===== src/hdl/taylor_pkg.sv =====
// Shared definitions for the Taylor series arithmetic unit
// Number format, function codes, sequencer steps and DSP slice operand bundles

package taylor_pkg;

    // ----------------------------------------
    // Number format
    // ----------------------------------------

    // Q2.16 signed fixed point
    typedef logic signed [17:0] fix18_t;

    localparam int unsigned FRAC_BITS = 16;

    localparam fix18_t FIX_ZERO    = 18'sh00000;
    localparam fix18_t FIX_ONE     = 18'sh10000;
    localparam fix18_t FIX_NEG_ONE = 18'sh30000;

    // Index into the term and coefficient tables
    typedef logic [3:0] term_idx_t;

    // Series terms after the constant one
    localparam int unsigned TERM_COUNT = 10;

    // ----------------------------------------
    // Function codes and micro-steps
    // ----------------------------------------

    typedef enum logic [2:0] {
        FUNC_SIN  = 3'd0,
        FUNC_COS  = 3'd1,
        FUNC_EXP  = 3'd2,
        FUNC_SINH = 3'd3,
        FUNC_COSH = 3'd4
    } func_sel_e;

    typedef enum logic [3:0] {
        STEP_INIT     = 4'd0,
        STEP_WAIT     = 4'd1,
        STEP_POWERS   = 4'd2,
        STEP_SEED     = 4'd3,
        STEP_SCALE    = 4'd4,
        STEP_ACCUM    = 4'd5,
        STEP_DRAIN    = 4'd6,
        STEP_LAST_ACC = 4'd7,
        STEP_SETTLE   = 4'd8,
        STEP_DONE     = 4'd9
    } seq_step_e;

    // Edge that samples do_calc to the rise of calc_done.
    // Powers, seed, scale/accumulate pairs, drain, last accumulate,
    // three settle cycles and the result move
    localparam int unsigned TAYLOR_LATENCY = TERM_COUNT + 1 + 2 * TERM_COUNT + 1 + 1 + 3 + 1;

    // ----------------------------------------
    // DSP slice operands
    // ----------------------------------------

    typedef enum logic [1:0] {
        XIN_ZERO = 2'd0,
        XIN_MULT = 2'd1
    } xin_sel_e;

    typedef enum logic [1:0] {
        ZIN_ZERO = 2'd0,
        ZIN_POUT = 2'd1
    } zin_sel_e;

    typedef struct packed {
        xin_sel_e xin_sel;
        zin_sel_e zin_sel;
        fix18_t   a;
        fix18_t   b;
    } dsp_in_t;

    typedef struct packed {
        logic signed [35:0] m;
        logic signed [47:0] p;
    } dsp_out_t;

endpackage


===== src/hdl/dsp_mac_slice.sv =====
// Behavioral multiply-accumulate slice in the style of an FPGA DSP block
// Operands registered, then product M, then accumulator P = Z + X

`timescale 1ns/1ps

module dsp_mac_slice import taylor_pkg::*; (
    input  logic     reset,
    input  logic     clk,
    input  dsp_in_t  dsp_in,
    output dsp_out_t dsp_out
);

    // Input stage
    fix18_t   a_reg;
    fix18_t   b_reg;
    xin_sel_e xin_d1;
    zin_sel_e zin_d1;

    // Product stage with the selects delayed alongside M
    logic signed [35:0] m_reg;
    xin_sel_e           xin_d2;
    zin_sel_e           zin_d2;

    // Accumulator stage
    logic signed [47:0] p_reg;
    logic signed [47:0] x_mux;
    logic signed [47:0] z_mux;

    always_ff @(posedge reset or posedge clk) begin
        if (clk) begin
            a_reg  <= FIX_ZERO;
            b_reg  <= FIX_ZERO;
            xin_d1 <= XIN_ZERO;
            zin_d1 <= ZIN_ZERO;
            m_reg  <= '0;
            xin_d2 <= XIN_ZERO;
            zin_d2 <= ZIN_ZERO;
            p_reg  <= '0;
        end else begin
            a_reg  <= dsp_in.a;
            b_reg  <= dsp_in.b;
            xin_d1 <= dsp_in.xin_sel;
            zin_d1 <= dsp_in.zin_sel;

            m_reg  <= a_reg * b_reg;
            xin_d2 <= xin_d1;
            zin_d2 <= zin_d1;

            p_reg  <= z_mux + x_mux;
        end
    end

    // X picks up the sign-extended product
    always_comb begin
        if (xin_d2 == XIN_MULT) begin
            x_mux = {{12{m_reg[35]}}, m_reg};
        end else begin
            x_mux = '0;
        end
    end

    // Z feeds back the accumulator
    always_comb begin
        if (zin_d2 == ZIN_POUT) begin
            z_mux = p_reg;
        end else begin
            z_mux = '0;
        end
    end

    assign dsp_out.m = m_reg;
    assign dsp_out.p = p_reg;

endmodule


===== src/hdl/taylor_coef_rom.sv =====
// Derivative-at-zero coefficient table for the five series functions
// Purely combinational; the sequencer addresses it with the term index

`timescale 1ns/1ps

module taylor_coef_rom import taylor_pkg::*; (
    input  func_sel_e func_sel,
    input  term_idx_t idx,
    output fix18_t    coef
);

    always_comb begin
        coef = FIX_ZERO;
        case (func_sel)
            // 0, 1, 0, -1 repeating
            FUNC_SIN: begin
                case (idx[1:0])
                    2'd1:    coef = FIX_ONE;
                    2'd3:    coef = FIX_NEG_ONE;
                    default: coef = FIX_ZERO;
                endcase
            end

            // 1, 0, -1, 0 repeating
            FUNC_COS: begin
                case (idx[1:0])
                    2'd0:    coef = FIX_ONE;
                    2'd2:    coef = FIX_NEG_ONE;
                    default: coef = FIX_ZERO;
                endcase
            end

            FUNC_EXP: begin
                coef = FIX_ONE;
            end

            // Odd terms only
            FUNC_SINH: begin
                if (idx[0]) begin
                    coef = FIX_ONE;
                end else begin
                    coef = FIX_ZERO;
                end
            end

            // Even terms only
            FUNC_COSH: begin
                if (idx[0]) begin
                    coef = FIX_ZERO;
                end else begin
                    coef = FIX_ONE;
                end
            end

            default: begin
                coef = FIX_ZERO;
            end
        endcase
    end

endmodule


===== src/hdl/taylor_sequencer.sv =====
// Microcoded controller for the Taylor series unit
// Builds the x^n/n! term table on the shared DSP slice, then sums the
// terms weighted by the derivative coefficients and emits the result

`timescale 1ns/1ps

module taylor_sequencer import taylor_pkg::*; (
    input  logic      reset,
    input  logic      clk,
    input  logic      do_calc,
    input  func_sel_e func_sel,
    input  fix18_t    x_in,
    output logic      calc_done,
    output fix18_t    result,
    output dsp_in_t   dsp_in,
    input  dsp_out_t  dsp_out
);

    // ----------------------------------------
    // Micro-operation word
    // ----------------------------------------

    typedef enum logic [2:0] {
        MUL_NONE,
        MUL_X_RJ,       // x * 1/j into term j
        MUL_X_RJ_CLR,   // Same operands with the accumulator cleared
        MUL_VI_VJ,      // term i * term j into term j
        MUL_M_VJ,       // previous product * term j into term j
        MUL_VI_CI_ACC   // term i * coefficient i added to P
    } mul_op_e;

    typedef enum logic [1:0] {
        REP_NONE,
        REP_3,
        REP_10
    } rep_e;

    typedef struct packed {
        seq_step_e next;
        mul_op_e   mul_op;
        rep_e      repeat_n;
        logic      wait_in;
        logic      loop_j;
        logic      mov_v0_one;
        logic      mov_i_zero;
        logic      mov_j_one;
        logic      inc_i;
        logic      inc_j;
        logic      mov_res_ac;
    } micro_t;

    seq_step_e pc;
    micro_t    uop;
    term_idx_t i_reg;
    term_idx_t j_reg;
    logic [3:0] rep_cnt;
    logic [3:0] rep_max;
    logic       rep_hold;

    fix18_t    x_reg;
    func_sel_e func_reg;
    fix18_t    coef_i;
    fix18_t    recip_j;
    fix18_t    m_q;

    fix18_t    term_tab [0:TERM_COUNT];
    logic      wr_stb [0:1];
    term_idx_t wr_idx [0:1];

    // Q2.16 view of the slice outputs
    assign m_q = dsp_out.m[FRAC_BITS+17:FRAC_BITS];

    // Microcode program
    always_comb begin
        uop      = '0;
        uop.next = STEP_WAIT;
        case (pc)
            STEP_INIT: begin
                uop.mov_v0_one = 1'b1;
                uop.next       = STEP_WAIT;
            end
            STEP_WAIT: begin
                uop.wait_in   = 1'b1;
                uop.mov_j_one = 1'b1;
                uop.next      = STEP_POWERS;
            end
            STEP_POWERS: begin
                uop.repeat_n = REP_10;
                uop.mul_op   = MUL_X_RJ;
                uop.inc_j    = 1'b1;
                uop.next     = STEP_SEED;
            end
            STEP_SEED: begin
                uop.mul_op     = MUL_X_RJ_CLR;
                uop.mov_i_zero = 1'b1;
                uop.mov_j_one  = 1'b1;
                uop.next       = STEP_SCALE;
            end
            STEP_SCALE: begin
                uop.mul_op = (i_reg == '0) ? MUL_VI_VJ : MUL_M_VJ;
                uop.next   = STEP_ACCUM;
            end
            STEP_ACCUM: begin
                uop.mul_op = MUL_VI_CI_ACC;
                uop.inc_i  = 1'b1;
                uop.inc_j  = 1'b1;
                uop.loop_j = 1'b1;
                uop.next   = STEP_DRAIN;
            end
            STEP_DRAIN:    uop.next = STEP_LAST_ACC;
            STEP_LAST_ACC: begin
                uop.mul_op = MUL_VI_CI_ACC;
                uop.next   = STEP_SETTLE;
            end
            STEP_SETTLE: begin
                uop.repeat_n = REP_3;
                uop.next     = STEP_DONE;
            end
            STEP_DONE: begin
                uop.mov_res_ac = 1'b1;
                uop.next       = STEP_WAIT;
            end
            default:       uop.next = STEP_WAIT;
        endcase
    end

    // ----------------------------------------
    // Program counter and repeat counter
    // ----------------------------------------

    always_comb begin
        case (uop.repeat_n)
            REP_3:   rep_max = 4'd2;
            REP_10:  rep_max = 4'd9;
            default: rep_max = 4'd0;
        endcase
    end

    assign rep_hold = (rep_cnt != rep_max);

    always_ff @(posedge reset or posedge clk) begin
        if (clk) begin
            pc      <= STEP_INIT;
            rep_cnt <= 4'd0;
        end else begin
            if (rep_hold) begin
                rep_cnt <= rep_cnt + 4'd1;
            end else begin
                rep_cnt <= 4'd0;
            end

            if ((uop.wait_in && !do_calc) || rep_hold) begin
                pc <= pc;
            end else if (uop.loop_j && (j_reg != term_idx_t'(TERM_COUNT))) begin
                pc <= STEP_SCALE;
            end else begin
                pc <= uop.next;
            end
        end
    end

    // Index registers
    always_ff @(posedge reset or posedge clk) begin
        if (clk) begin
            i_reg <= '0;
            j_reg <= '0;
        end else begin
            if (uop.mov_i_zero) begin
                i_reg <= '0;
            end else if (uop.inc_i) begin
                i_reg <= i_reg + term_idx_t'(1);
            end

            if (uop.mov_j_one) begin
                j_reg <= term_idx_t'(1);
            end else if (uop.inc_j) begin
                j_reg <= j_reg + term_idx_t'(1);
            end
        end
    end

    // Argument and function latched on an accepted request
    always_ff @(posedge reset) begin
        if (uop.wait_in && do_calc) begin
            x_reg    <= x_in;
            func_reg <= func_sel;
        end
    end

    // ----------------------------------------
    // Operand selection
    // ----------------------------------------

    taylor_coef_rom coef_rom_i (
        .func_sel (func_reg),
        .idx      (i_reg),
        .coef     (coef_i)
    );

    // 1/j in Q2.16
    always_comb begin
        case (j_reg)
            4'd1:    recip_j = 18'sh10000;
            4'd2:    recip_j = 18'sh08000;
            4'd3:    recip_j = 18'sh05555;
            4'd4:    recip_j = 18'sh04000;
            4'd5:    recip_j = 18'sh03333;
            4'd6:    recip_j = 18'sh02aab;
            4'd7:    recip_j = 18'sh02492;
            4'd8:    recip_j = 18'sh02000;
            4'd9:    recip_j = 18'sh01c72;
            4'd10:   recip_j = 18'sh0199a;
            default: recip_j = FIX_ZERO;
        endcase
    end

    always_comb begin
        dsp_in.xin_sel = XIN_ZERO;
        dsp_in.zin_sel = ZIN_POUT;
        dsp_in.a       = FIX_ZERO;
        dsp_in.b       = FIX_ZERO;
        case (uop.mul_op)
            MUL_X_RJ: begin
                dsp_in.a = x_reg;
                dsp_in.b = recip_j;
            end
            MUL_X_RJ_CLR: begin
                dsp_in.zin_sel = ZIN_ZERO;
                dsp_in.a       = x_reg;
                dsp_in.b       = recip_j;
            end
            MUL_VI_VJ: begin
                dsp_in.a = term_tab[i_reg];
                dsp_in.b = term_tab[j_reg];
            end
            MUL_M_VJ: begin
                dsp_in.a = m_q;
                dsp_in.b = term_tab[j_reg];
            end
            MUL_VI_CI_ACC: begin
                dsp_in.xin_sel = XIN_MULT;
                dsp_in.a       = term_tab[i_reg];
                dsp_in.b       = coef_i;
            end
            default: begin
                dsp_in.a = FIX_ZERO;
            end
        endcase
    end

    // ----------------------------------------
    // Term table write-back
    // ----------------------------------------

    // Product lands in M two edges after issue
    always_ff @(posedge reset or posedge clk) begin
        if (clk) begin
            wr_stb[0] <= 1'b0;
            wr_stb[1] <= 1'b0;
            wr_idx[0] <= '0;
            wr_idx[1] <= '0;
        end else begin
            wr_stb[0] <= (uop.mul_op == MUL_X_RJ) || (uop.mul_op == MUL_VI_VJ) ||
                         (uop.mul_op == MUL_M_VJ);
            wr_stb[1] <= wr_stb[0];
            wr_idx[0] <= j_reg;
            wr_idx[1] <= wr_idx[0];
        end
    end

    always_ff @(posedge reset) begin
        if (uop.mov_v0_one) begin
            term_tab[0] <= FIX_ONE;
        end else if (wr_stb[1]) begin
            term_tab[wr_idx[1]] <= m_q;
        end
    end

    // Result pulse that stays zero outside the done cycle
    always_ff @(posedge reset or posedge clk) begin
        if (clk) begin
            calc_done <= 1'b0;
            result    <= FIX_ZERO;
        end else if (uop.mov_res_ac) begin
            calc_done <= 1'b1;
            result    <= dsp_out.p[FRAC_BITS+17:FRAC_BITS];
        end else begin
            calc_done <= 1'b0;
            result    <= FIX_ZERO;
        end
    end

endmodule


===== src/hdl/taylor_unit.sv =====
// Top level of the Taylor series arithmetic unit
// Sequencer and shared multiply-accumulate slice side by side

`timescale 1ns/1ps

module taylor_unit import taylor_pkg::*; (
    input  logic      reset,
    input  logic      clk,
    input  logic      do_calc,
    input  func_sel_e func_sel,
    input  fix18_t    x_in,
    output logic      calc_done,
    output fix18_t    result
);

    // Slice operand and result bundles
    dsp_in_t  dsp_in;
    dsp_out_t dsp_out;

    taylor_sequencer sequencer_i (
        .reset     (reset),
        .clk       (clk),
        .do_calc   (do_calc),
        .func_sel  (func_sel),
        .x_in      (x_in),
        .calc_done (calc_done),
        .result    (result),
        .dsp_in    (dsp_in),
        .dsp_out   (dsp_out)
    );

    dsp_mac_slice mac_i (
        .reset   (reset),
        .clk     (clk),
        .dsp_in  (dsp_in),
        .dsp_out (dsp_out)
    );

endmodule


===== config.mk =====
export PLATFORM = sky130hd
export DESIGN_NAME = taylor_unit
export DESIGN_NICKNAME = d
export VERILOG_FILES = /design/src/hdl/taylor_pkg.sv /design/src/hdl/dsp_mac_slice.sv /design/src/hdl/taylor_coef_rom.sv /design/src/hdl/taylor_sequencer.sv /design/src/hdl/taylor_unit.sv
export SDC_FILE = /design/constraint.sdc
export NUM_CORES = 2
export LEC_CHECK = 0
export ABC_AREA = 1
export BUFFER_PORTS_ARGS = -buffer_cell sky130_fd_sc_hd__buf_2
export CORE_AREA = 2 2 188 264
export CTS_CLUSTER_SIZE = 25
export DETAILED_ROUTE_END_ITERATION = 8
export DIE_AREA = 0 0 190 266
export GPL_ROUTABILITY_DRIVEN = 0
export GPL_TIMING_DRIVEN = 1
export PLACE_DENSITY = 0.81
export SLEW_MARGIN = 10
export SYNTH_ARGS = -nofsm -noshare
export SYNTH_HDL_FRONTEND = slang
export SYNTH_SLANG_ARGS = --single-unit

===== constraint.sdc =====
create_clock -name reset -period 11.5 [get_ports reset]
set_input_delay 1.725 -clock reset [delete_from_list [all_inputs] [get_ports reset]]
set_output_delay 1.725 -clock reset [all_outputs]
set_load 0.02 [all_outputs]

Word level (Yosys, flattened, before mapping)
Memory sizes are Yosys's and may differ from the RTL's. Cells that the tools add are included. W data, S select, Z words.

$add $sub $neg: 4. Multipliers: 1. Eq/ne operators: 27. Mux-type cells: 39. Reduce and logical (&&, ||, !) cells: 20.

Operators by type and width (number): $pmux W18 S3 (2); $mux W48 (2); $pmux W18 S5 (1); $pmux W18 S2 (2); $add A48 B48 Y48 (1); $mul A18 B18 Y36 (1); $mux W18 (2); $mux W17 (2); $pmux W4 S8 (1); $mux W4 (7); $reduce_or A18 Y1 (1); $eq A4 B3 Y1 const B (4); $mux W1 (16); $add A4 B1 Y4 const B (3); $eq A3 B2 Y1 const B (4); $pmux W3 S4 (1); $reduce_or A2 Y1 (6); $eq A3 B3 Y1 const B (3); $eq A4 B2 Y1 const B (2); $eq A4 B4 Y1 const B (2); $logic_not A4 Y1 (2); $pmux W4 S2 (1); $eq A2 B2 Y1 const B (3); $eq A3 B1 Y1 const B (2); 13 further kinds (20).

Register bits: 190. Memory bits (writable): 198. Bits in read-only memories: 272. Bits of input ports: 24. Output and inout port bits: 19. Word-level logic and storage cells: 113. Memories: 2.

Memories: (name not given) (words 16, width 17, rd ports 1, clocked after Yosys merged registers in 0, write ports 0, RTL line taylor_sequencer.sv:202) `case (j_reg)`; sequencer_i.term_tab (words 11, width 18, rd ports 2, clocked after Yosys merged registers in 0, write ports 1, RTL line taylor_sequencer.sv:66) `fix18_t term_tab [0:TERM_COUNT];`.

Depth between registers and ports, before layout
Depth after elaboration: 6. Mapped depth: 28. Gate-level depth less buffers: 26.

Modules after synthesis
A second synthesis with hierarchy kept.

Cell total of the unflattened synthesis: 4522. Area total of the unflattened synthesis: 34660.7 sq um.

By module, submodules not included: dsp_mac_slice (times used 1, cells each 3026, area each 21413.0 sq um, seq. area each 3203.1 sq um); taylor_sequencer (times used 1, cells each 1461, area each 13046.3 sq um, seq. area each 7702.4 sq um); taylor_coef_rom (times used 1, cells each 35, area each 201.4 sq um, seq. area each 0.0 sq um).

Least setup slack after synthesis
No wires, ideal clock.

Kind: flip-flop to flip-flop. Start: register mac_i.b_reg[4]. End: register mac_i.m_reg[32]. Library setup time: 0.117 ns. Data arrival time: 5.449 ns. Data required time: 11.383 ns. Slack: 5.934 ns. Cell stages (with the launch flop): 21. Path buffers: 2. Clock period less this slack: 5.566 ns. Cells stage by stage: dfrtp_1 clkbuf_1 clkbuf_1 nand2_1 fa_1 fa_1 inv_1 fa_1 inv_1 fa_1 inv_1 fa_1 fa_1 ha_1 inv_1 nor3_1 nand2_1 nor4_1 nand2_1 nand3_1 nand2_1.

Longest elaborated chain between the ends: 1.

RTL lines: from (decl) (RTL line dsp_mac_slice.sv:15) `fix18_t b_reg;`; from (signal assigned) (RTL line dsp_mac_slice.sv:41) `b_reg <= dsp_in.b;`; $mul A18 B18 Y36 (RTL line dsp_mac_slice.sv:45) `m_reg <= a_reg * b_reg;`; to (signal assigned) (RTL line dsp_mac_slice.sv:45); to (decl) (RTL line dsp_mac_slice.sv:20) `logic signed [35:0] m_reg;`.

Every way passes these cells. A chain may end at the register's enable or synchronous reset.

Final worst setup path
Start: register mac_i.a_reg[17]. End: register mac_i.m_reg[28].

Longest elaborated chain between the ends: 1.

RTL lines: from (decl) (RTL line dsp_mac_slice.sv:14) `fix18_t a_reg;`; from (signal assigned) (RTL line dsp_mac_slice.sv:40) `a_reg <= dsp_in.a;`; $mul A18 B18 Y36 (RTL line dsp_mac_slice.sv:45).

Every way passes these cells.

==> metrics.txt <==
# TYPE chip_impl_metric gauge
chip_impl_info{name="grt_setup_unrepaired",value="false"} 1
chip_impl_metric{name="synthesis.nets",unit=""} 4186
chip_impl_metric{name="fin_worst_skew",unit="ns"} 0.02816
chip_impl_metric{name="number_of_h_tree_levels",unit=""} 2
chip_impl_metric{name="globalRouteTotalUtil",unit="%"} 33.71
chip_impl_info{name="outcome",value="finished clean"} 1
chip_impl_metric{name="detail_route.wl_per_cell",unit="um"} 19.07
chip_impl_info{name="end_kind",value="flip-flop"} 1
chip_impl_metric{name="p_comb_share",unit="%"} 53.9
chip_impl_metric{name="finalWorstSetupSlack",unit="ns"} 5.374
chip_impl_metric{name="die_area",unit="um^2"} 50540
chip_impl_metric{name="sw_frac_of_total",unit="%"} 48.97
chip_impl_metric{name="yosys_warnings",unit=""} 0
chip_impl_metric{name="dp_hpwl",unit="mm"} 59.81
chip_impl_metric{name="critPathArrivalTime",unit="ns"} 6.59
chip_impl_metric{name="insertedDiodeCount",unit=""} 0
chip_impl_metric{name="placed_instance_area",unit="um^2"} 31550
chip_impl_metric{name="numCtsBuffers",unit=""} 39
chip_impl_metric{name="yosysUniqueCellTypes",unit=""} 50
chip_impl_info{name="layout_commonest_cell",value="sky130_fd_sc_hd__nand2_1"} 1
chip_impl_metric{name="power_frac_seq",unit="%"} 28.8
chip_impl_metric{name="power.internal",unit="mW"} 3.808
chip_impl_metric{name="wire_length_of_the_first_global_routing_pass",unit="mm"} 130.6
chip_impl_metric{name="power.clock.fraction",unit="%"} 17.3
chip_impl_metric{name="ys_seq_elements",unit=""} 372
chip_impl_metric{name="globalRoute.totalOverflow",unit=""} 0
chip_impl_metric{name="drt-total-wl",unit="mm"} 82.31
chip_impl_metric{name="setup_tns",unit="ns"} 0
chip_impl_info{name="timing.hold.worst.start",value="sequencer_i.wr_idx[7]$_DFF_PP0_"} 1
chip_impl_metric{name="total_leakage_power",unit="nW"} 17.28
chip_impl_metric{name="place_ws",unit="ns"} 5.462
chip_impl_metric{name="post-cts-setup-buffer-count",unit=""} 0
chip_impl_metric{name="initial_core_util",unit="%"} 63.97
chip_impl_metric{name="grt_start_max_net_pins",unit=""} 110
chip_impl_metric{name="post_synth_inst_count",unit=""} 3709
chip_impl_info{name="worstSetupStartpoint",value="mac_i.a_reg[17]$_DFF_PP0_"} 1
chip_impl_info{name="cts.root.buffer_cell",value="sky130_fd_sc_hd__clkbuf_16"} 1
chip_impl_metric{name="cp.required",unit="ns"} 11.96
chip_impl_metric{name="report.final.slew_viol_count",unit=""} 0
chip_impl_metric{name="core_area",unit="um^2"} 48410
chip_impl_metric{name="antenna_violations_before_repair",unit=""} 0
chip_impl_metric{name="power.switching",unit="mW"} 3.655
chip_impl_info{name="crit_type",value="reg -> reg"} 1
chip_impl_metric{name="max_freq",unit="MHz"} 163.2
chip_impl_metric{name="detailroute.via_count",unit=""} 24920
chip_impl_metric{name="cap_violations",unit=""} 0
chip_impl_metric{name="tightestPinTransition",unit="ns"} 1.165
chip_impl_metric{name="residual_antenna_violating_net_count_after_detailed_routing",unit=""} 0
chip_impl_metric{name="initialDrtViolationCount",unit=""} 2073
chip_impl_metric{name="postSynth.asyncResetShare",unit="%"} 41.13
chip_impl_info{name="final_cell_mix",value="sky130_fd_sc_hd__nand2_1 (907), sky130_fd_sc_hd__inv_1 (819), sky130_fd_sc_hd__fa_1 (316)"} 1
chip_impl_metric{name="flow.area_growth_from_synthesis",unit="%"} 6.053
chip_impl_metric{name="vdd_drop_max",unit="V"} 0.0001628
chip_impl_metric{name="synth.cell_area",unit="um^2"} 30960
chip_impl_metric{name="final-setup-viol-count",unit=""} 0
chip_impl_info{name="timing.hold.worst.class",value="reg -> reg"} 1
chip_impl_info{name="start_kind",value="flip-flop"} 1
chip_impl_metric{name="drt_drc_violations_left",unit=""} 0
chip_impl_metric{name="largest_register_ff_count",unit=""} 198
chip_impl_info{name="tritoncts",value="yes"} 1
chip_impl_info{name="r2r_start",value="mac_i.a_reg[17]$_DFF_PP0_"} 1
chip_impl_metric{name="cts.reportedPaths.clkPinSlew",unit="ns"} 0.07
chip_impl_metric{name="worst_path_max_fanout",unit=""} 18
chip_impl_metric{name="number_of_global_route_vias_before_repair",unit=""} 25600
chip_impl_metric{name="share_of_post_route_cells_with_drive_strength_above_1",unit="%"} 5.027
chip_impl_metric{name="post_drt_via_cell_ratio",unit=""} 5.773
chip_impl_info{name="synth_top_flop_cell",value="sky130_fd_sc_hd__edfxtp_1"} 1
chip_impl_metric{name="cts_num_sinks",unit=""} 372
chip_impl_metric{name="floorplan.rows",unit=""} 96
chip_impl_metric{name="die_w",unit="um"} 190
chip_impl_metric{name="final_net_count",unit=""} 4128
chip_impl_metric{name="number_of_synthesized_flops_with_an_enable_pin",unit=""} 219
chip_impl_metric{name="seq_area_frac_synth",unit="%"} 33.60
chip_impl_metric{name="finalCriticalPeriod",unit="ns"} 6.126
chip_impl_metric{name="cts-root-to-sink-buffers",unit=""} 3
chip_impl_metric{name="fin_area",unit="um^2"} 32840
chip_impl_metric{name="hold_buffers",unit=""} 0
chip_impl_metric{name="avgSynthCellArea",unit="um^2"} 8.348
chip_impl_metric{name="hold_viol_final",unit=""} 0
chip_impl_metric{name="io_pins",unit=""} 43
chip_impl_metric{name="drtPass1Iterations",unit=""} 7
chip_impl_metric{name="power_per_cell_area",unit="nW/um^2"} 227.3
chip_impl_metric{name="timing.final.crit_share",unit="%"} 53.27
chip_impl_metric{name="io_buffers",unit=""} 42
chip_impl_metric{name="cts_resized",unit=""} 0
chip_impl_metric{name="clk-insertion-delay-late",unit="ns"} 0.58
chip_impl_metric{name="die_h",unit="um"} 266
chip_impl_metric{name="timing.slew.headroom",unit="%"} 22.36
-- power by group through the flow --
stage	Clock [mW]	Sequential, mW	Combinational, mW
2_1_floorplan	0	1.85	3.02
3_3_place_gp	0	2.14	3.85
3_5_place_dp	0	2.15	3.96
4_1_cts	1.30	2.13	3.99
5_1_grt	1.35	2.18	4.47
6_report	1.29	2.15	4.02
-- critical path, cell delays in order (launching register included) --
cell                       delay, ns
sky130_fd_sc_hd__dfrtp_1        0.76
sky130_fd_sc_hd__nand2_1        0.28
sky130_fd_sc_hd__fa_1           0.72
sky130_fd_sc_hd__inv_1          0.14
sky130_fd_sc_hd__fa_1           0.49
sky130_fd_sc_hd__inv_1          0.05
sky130_fd_sc_hd__fa_1           0.52
sky130_fd_sc_hd__inv_1          0.06
sky130_fd_sc_hd__fa_1           0.52
sky130_fd_sc_hd__fa_1           0.50
sky130_fd_sc_hd__inv_1          0.05
sky130_fd_sc_hd__fa_1           0.47
sky130_fd_sc_hd__inv_1          0.04
sky130_fd_sc_hd__ha_1           0.34
sky130_fd_sc_hd__nand2_1        0.18
sky130_fd_sc_hd__inv_1          0.05
sky130_fd_sc_hd__a21boi_0       0.38
sky130_fd_sc_hd__nor2_1         0.08
sky130_fd_sc_hd__nor2_1         0.14
sky130_fd_sc_hd__nand3_1        0.10
sky130_fd_sc_hd__nand2_1        0.08
sky130_fd_sc_hd__nand2_1        0.05
-- Yosys cell counts, types with 3 or more instances --
| cell type | count | area [um^2] |
|---|---|---|
| sky130_fd_sc_hd__nand2_1 | 907 | 3405 |
| sky130_fd_sc_hd__inv_1 | 822 | 3085 |
| sky130_fd_sc_hd__fa_1 | 316 | 6326 |
| sky130_fd_sc_hd__nand3_1 | 228 | 1141 |
| sky130_fd_sc_hd__edfxtp_1 | 219 | 6576 |
| sky130_fd_sc_hd__nor2_1 | 214 | 803.3 |
| sky130_fd_sc_hd__dfrtp_1 | 153 | 3829 |
| sky130_fd_sc_hd__o21ai_0 | 150 | 750.7 |
| sky130_fd_sc_hd__a21oi_1 | 142 | 710.7 |
| sky130_fd_sc_hd__ha_1 | 137 | 1714 |
| sky130_fd_sc_hd__clkbuf_1 | 120 | 450.4 |
| sky130_fd_sc_hd__o211ai_1 | 63 | 473.0 |
| sky130_fd_sc_hd__xor2_1 | 34 | 297.8 |
| sky130_fd_sc_hd__buf_2 | 31 | 155.2 |
| sky130_fd_sc_hd__nand4_1 | 22 | 137.6 |
| sky130_fd_sc_hd__nor3_1 | 18 | 90.09 |
| sky130_fd_sc_hd__buf_1 | 15 | 56.30 |
| sky130_fd_sc_hd__o21bai_1 | 12 | 90.09 |
| sky130_fd_sc_hd__xnor2_1 | 11 | 96.34 |
| sky130_fd_sc_hd__nand3_2 | 10 | 100.1 |
| sky130_fd_sc_hd__o211ai_2 | 9 | 112.6 |
| sky130_fd_sc_hd__a211oi_1 | 8 | 60.06 |
| sky130_fd_sc_hd__a31oi_1 | 7 | 43.79 |
| sky130_fd_sc_hd__o22ai_1 | 7 | 43.79 |
| sky130_fd_sc_hd__or2_2 | 6 | 37.54 |
| sky130_fd_sc_hd__inv_2 | 5 | 18.77 |
| sky130_fd_sc_hd__a21o_1 | 4 | 30.03 |
| sky130_fd_sc_hd__nand3b_1 | 4 | 30.03 |
| sky130_fd_sc_hd__a21boi_0 | 3 | 22.52 |
| sky130_fd_sc_hd__nor2_4 | 3 | 33.78 |
| sky130_fd_sc_hd__nor4_1 | 3 | 18.77 |
| sky130_fd_sc_hd__o21a_1 | 3 | 22.52 |
| sky130_fd_sc_hd__o21ai_1 | 3 | 15.01 |
-- layout make-up --
type	instances	area, um^2
Clock buffer	43	991.0
Clock inverter	27	299.0
Fill cell	3768	15570
Inverter	829	3119
Multi-Input combinational cell	2340	16810
Sequential cell	372	10410
Tap cell	637	797.0
Timing Repair Buffer	69	412.9
-- kinds of logic after synthesis --
| logic type | after synthesis | synth area share, % |
|---|---|---|
| AND/OR/NAND/NOR | 1421 | 18.89 |
| buffers and inverters | 997 | 12.28 |
| adder cells (fa/ha/maj) | 453 | 25.97 |
| AO/OA/AOI/OAI | 421 | 7.985 |
| flip-flops | 372 | 33.60 |
| XOR/XNOR | 45 | 1.273 |
-- through the flow --
stage | total power [mW] | util (%) | hold slack [ns] | cells
finish | 7.463 | 67.84 | 0.3405 | 4317
global route | 7.996 | 67.84 | 0.3554 | 4317
CTS | 7.415 | 67.84 | 0.3472 | 4317
detailed placement | 6.111 | 65.17 | 0.3347 | 4247
global placement | 5.998 | 65.17 | 0.3315 | 4247
floorplan | 4.870 | - | 0.3312 | 3709
-- routing by layer --
| metal | share of wire, % | up-vias | GRT usage, % |
|---|---|---|---|
| met5 | 0 | - | 0 |
| met4 | 8.5 | 0 | 25.71 |
| met3 | 7.6 | 437 | 4.439 |
| met2 | 50 | 1331 | 58.10 |
| met1 | 34 | 11850 | 38.01 |
| li1 | - | 11300 | - |
-- path summary, 6_finish.rpt --
check                                                   end  cells after the start  slack (ns)
min in group asynchronous   sequencer_i.wr_idx[3]$_DFF_PP0_                      2        1.37
max reg2reg                       mac_i.m_reg[28]$_DFF_PP0_                     21        5.37
min reg2reg                 sequencer_i.wr_idx[3]$_DFF_PP0_                      0        0.34
max                               mac_i.m_reg[28]$_DFF_PP0_                     21        5.37
min                         sequencer_i.wr_idx[3]$_DFF_PP0_                      0        0.34
max in group asynchronous  sequencer_i.i_reg[0]$_DFFE_PP0P_                      3        8.81
No activity file was read; power rests on OpenSTA's default activity.
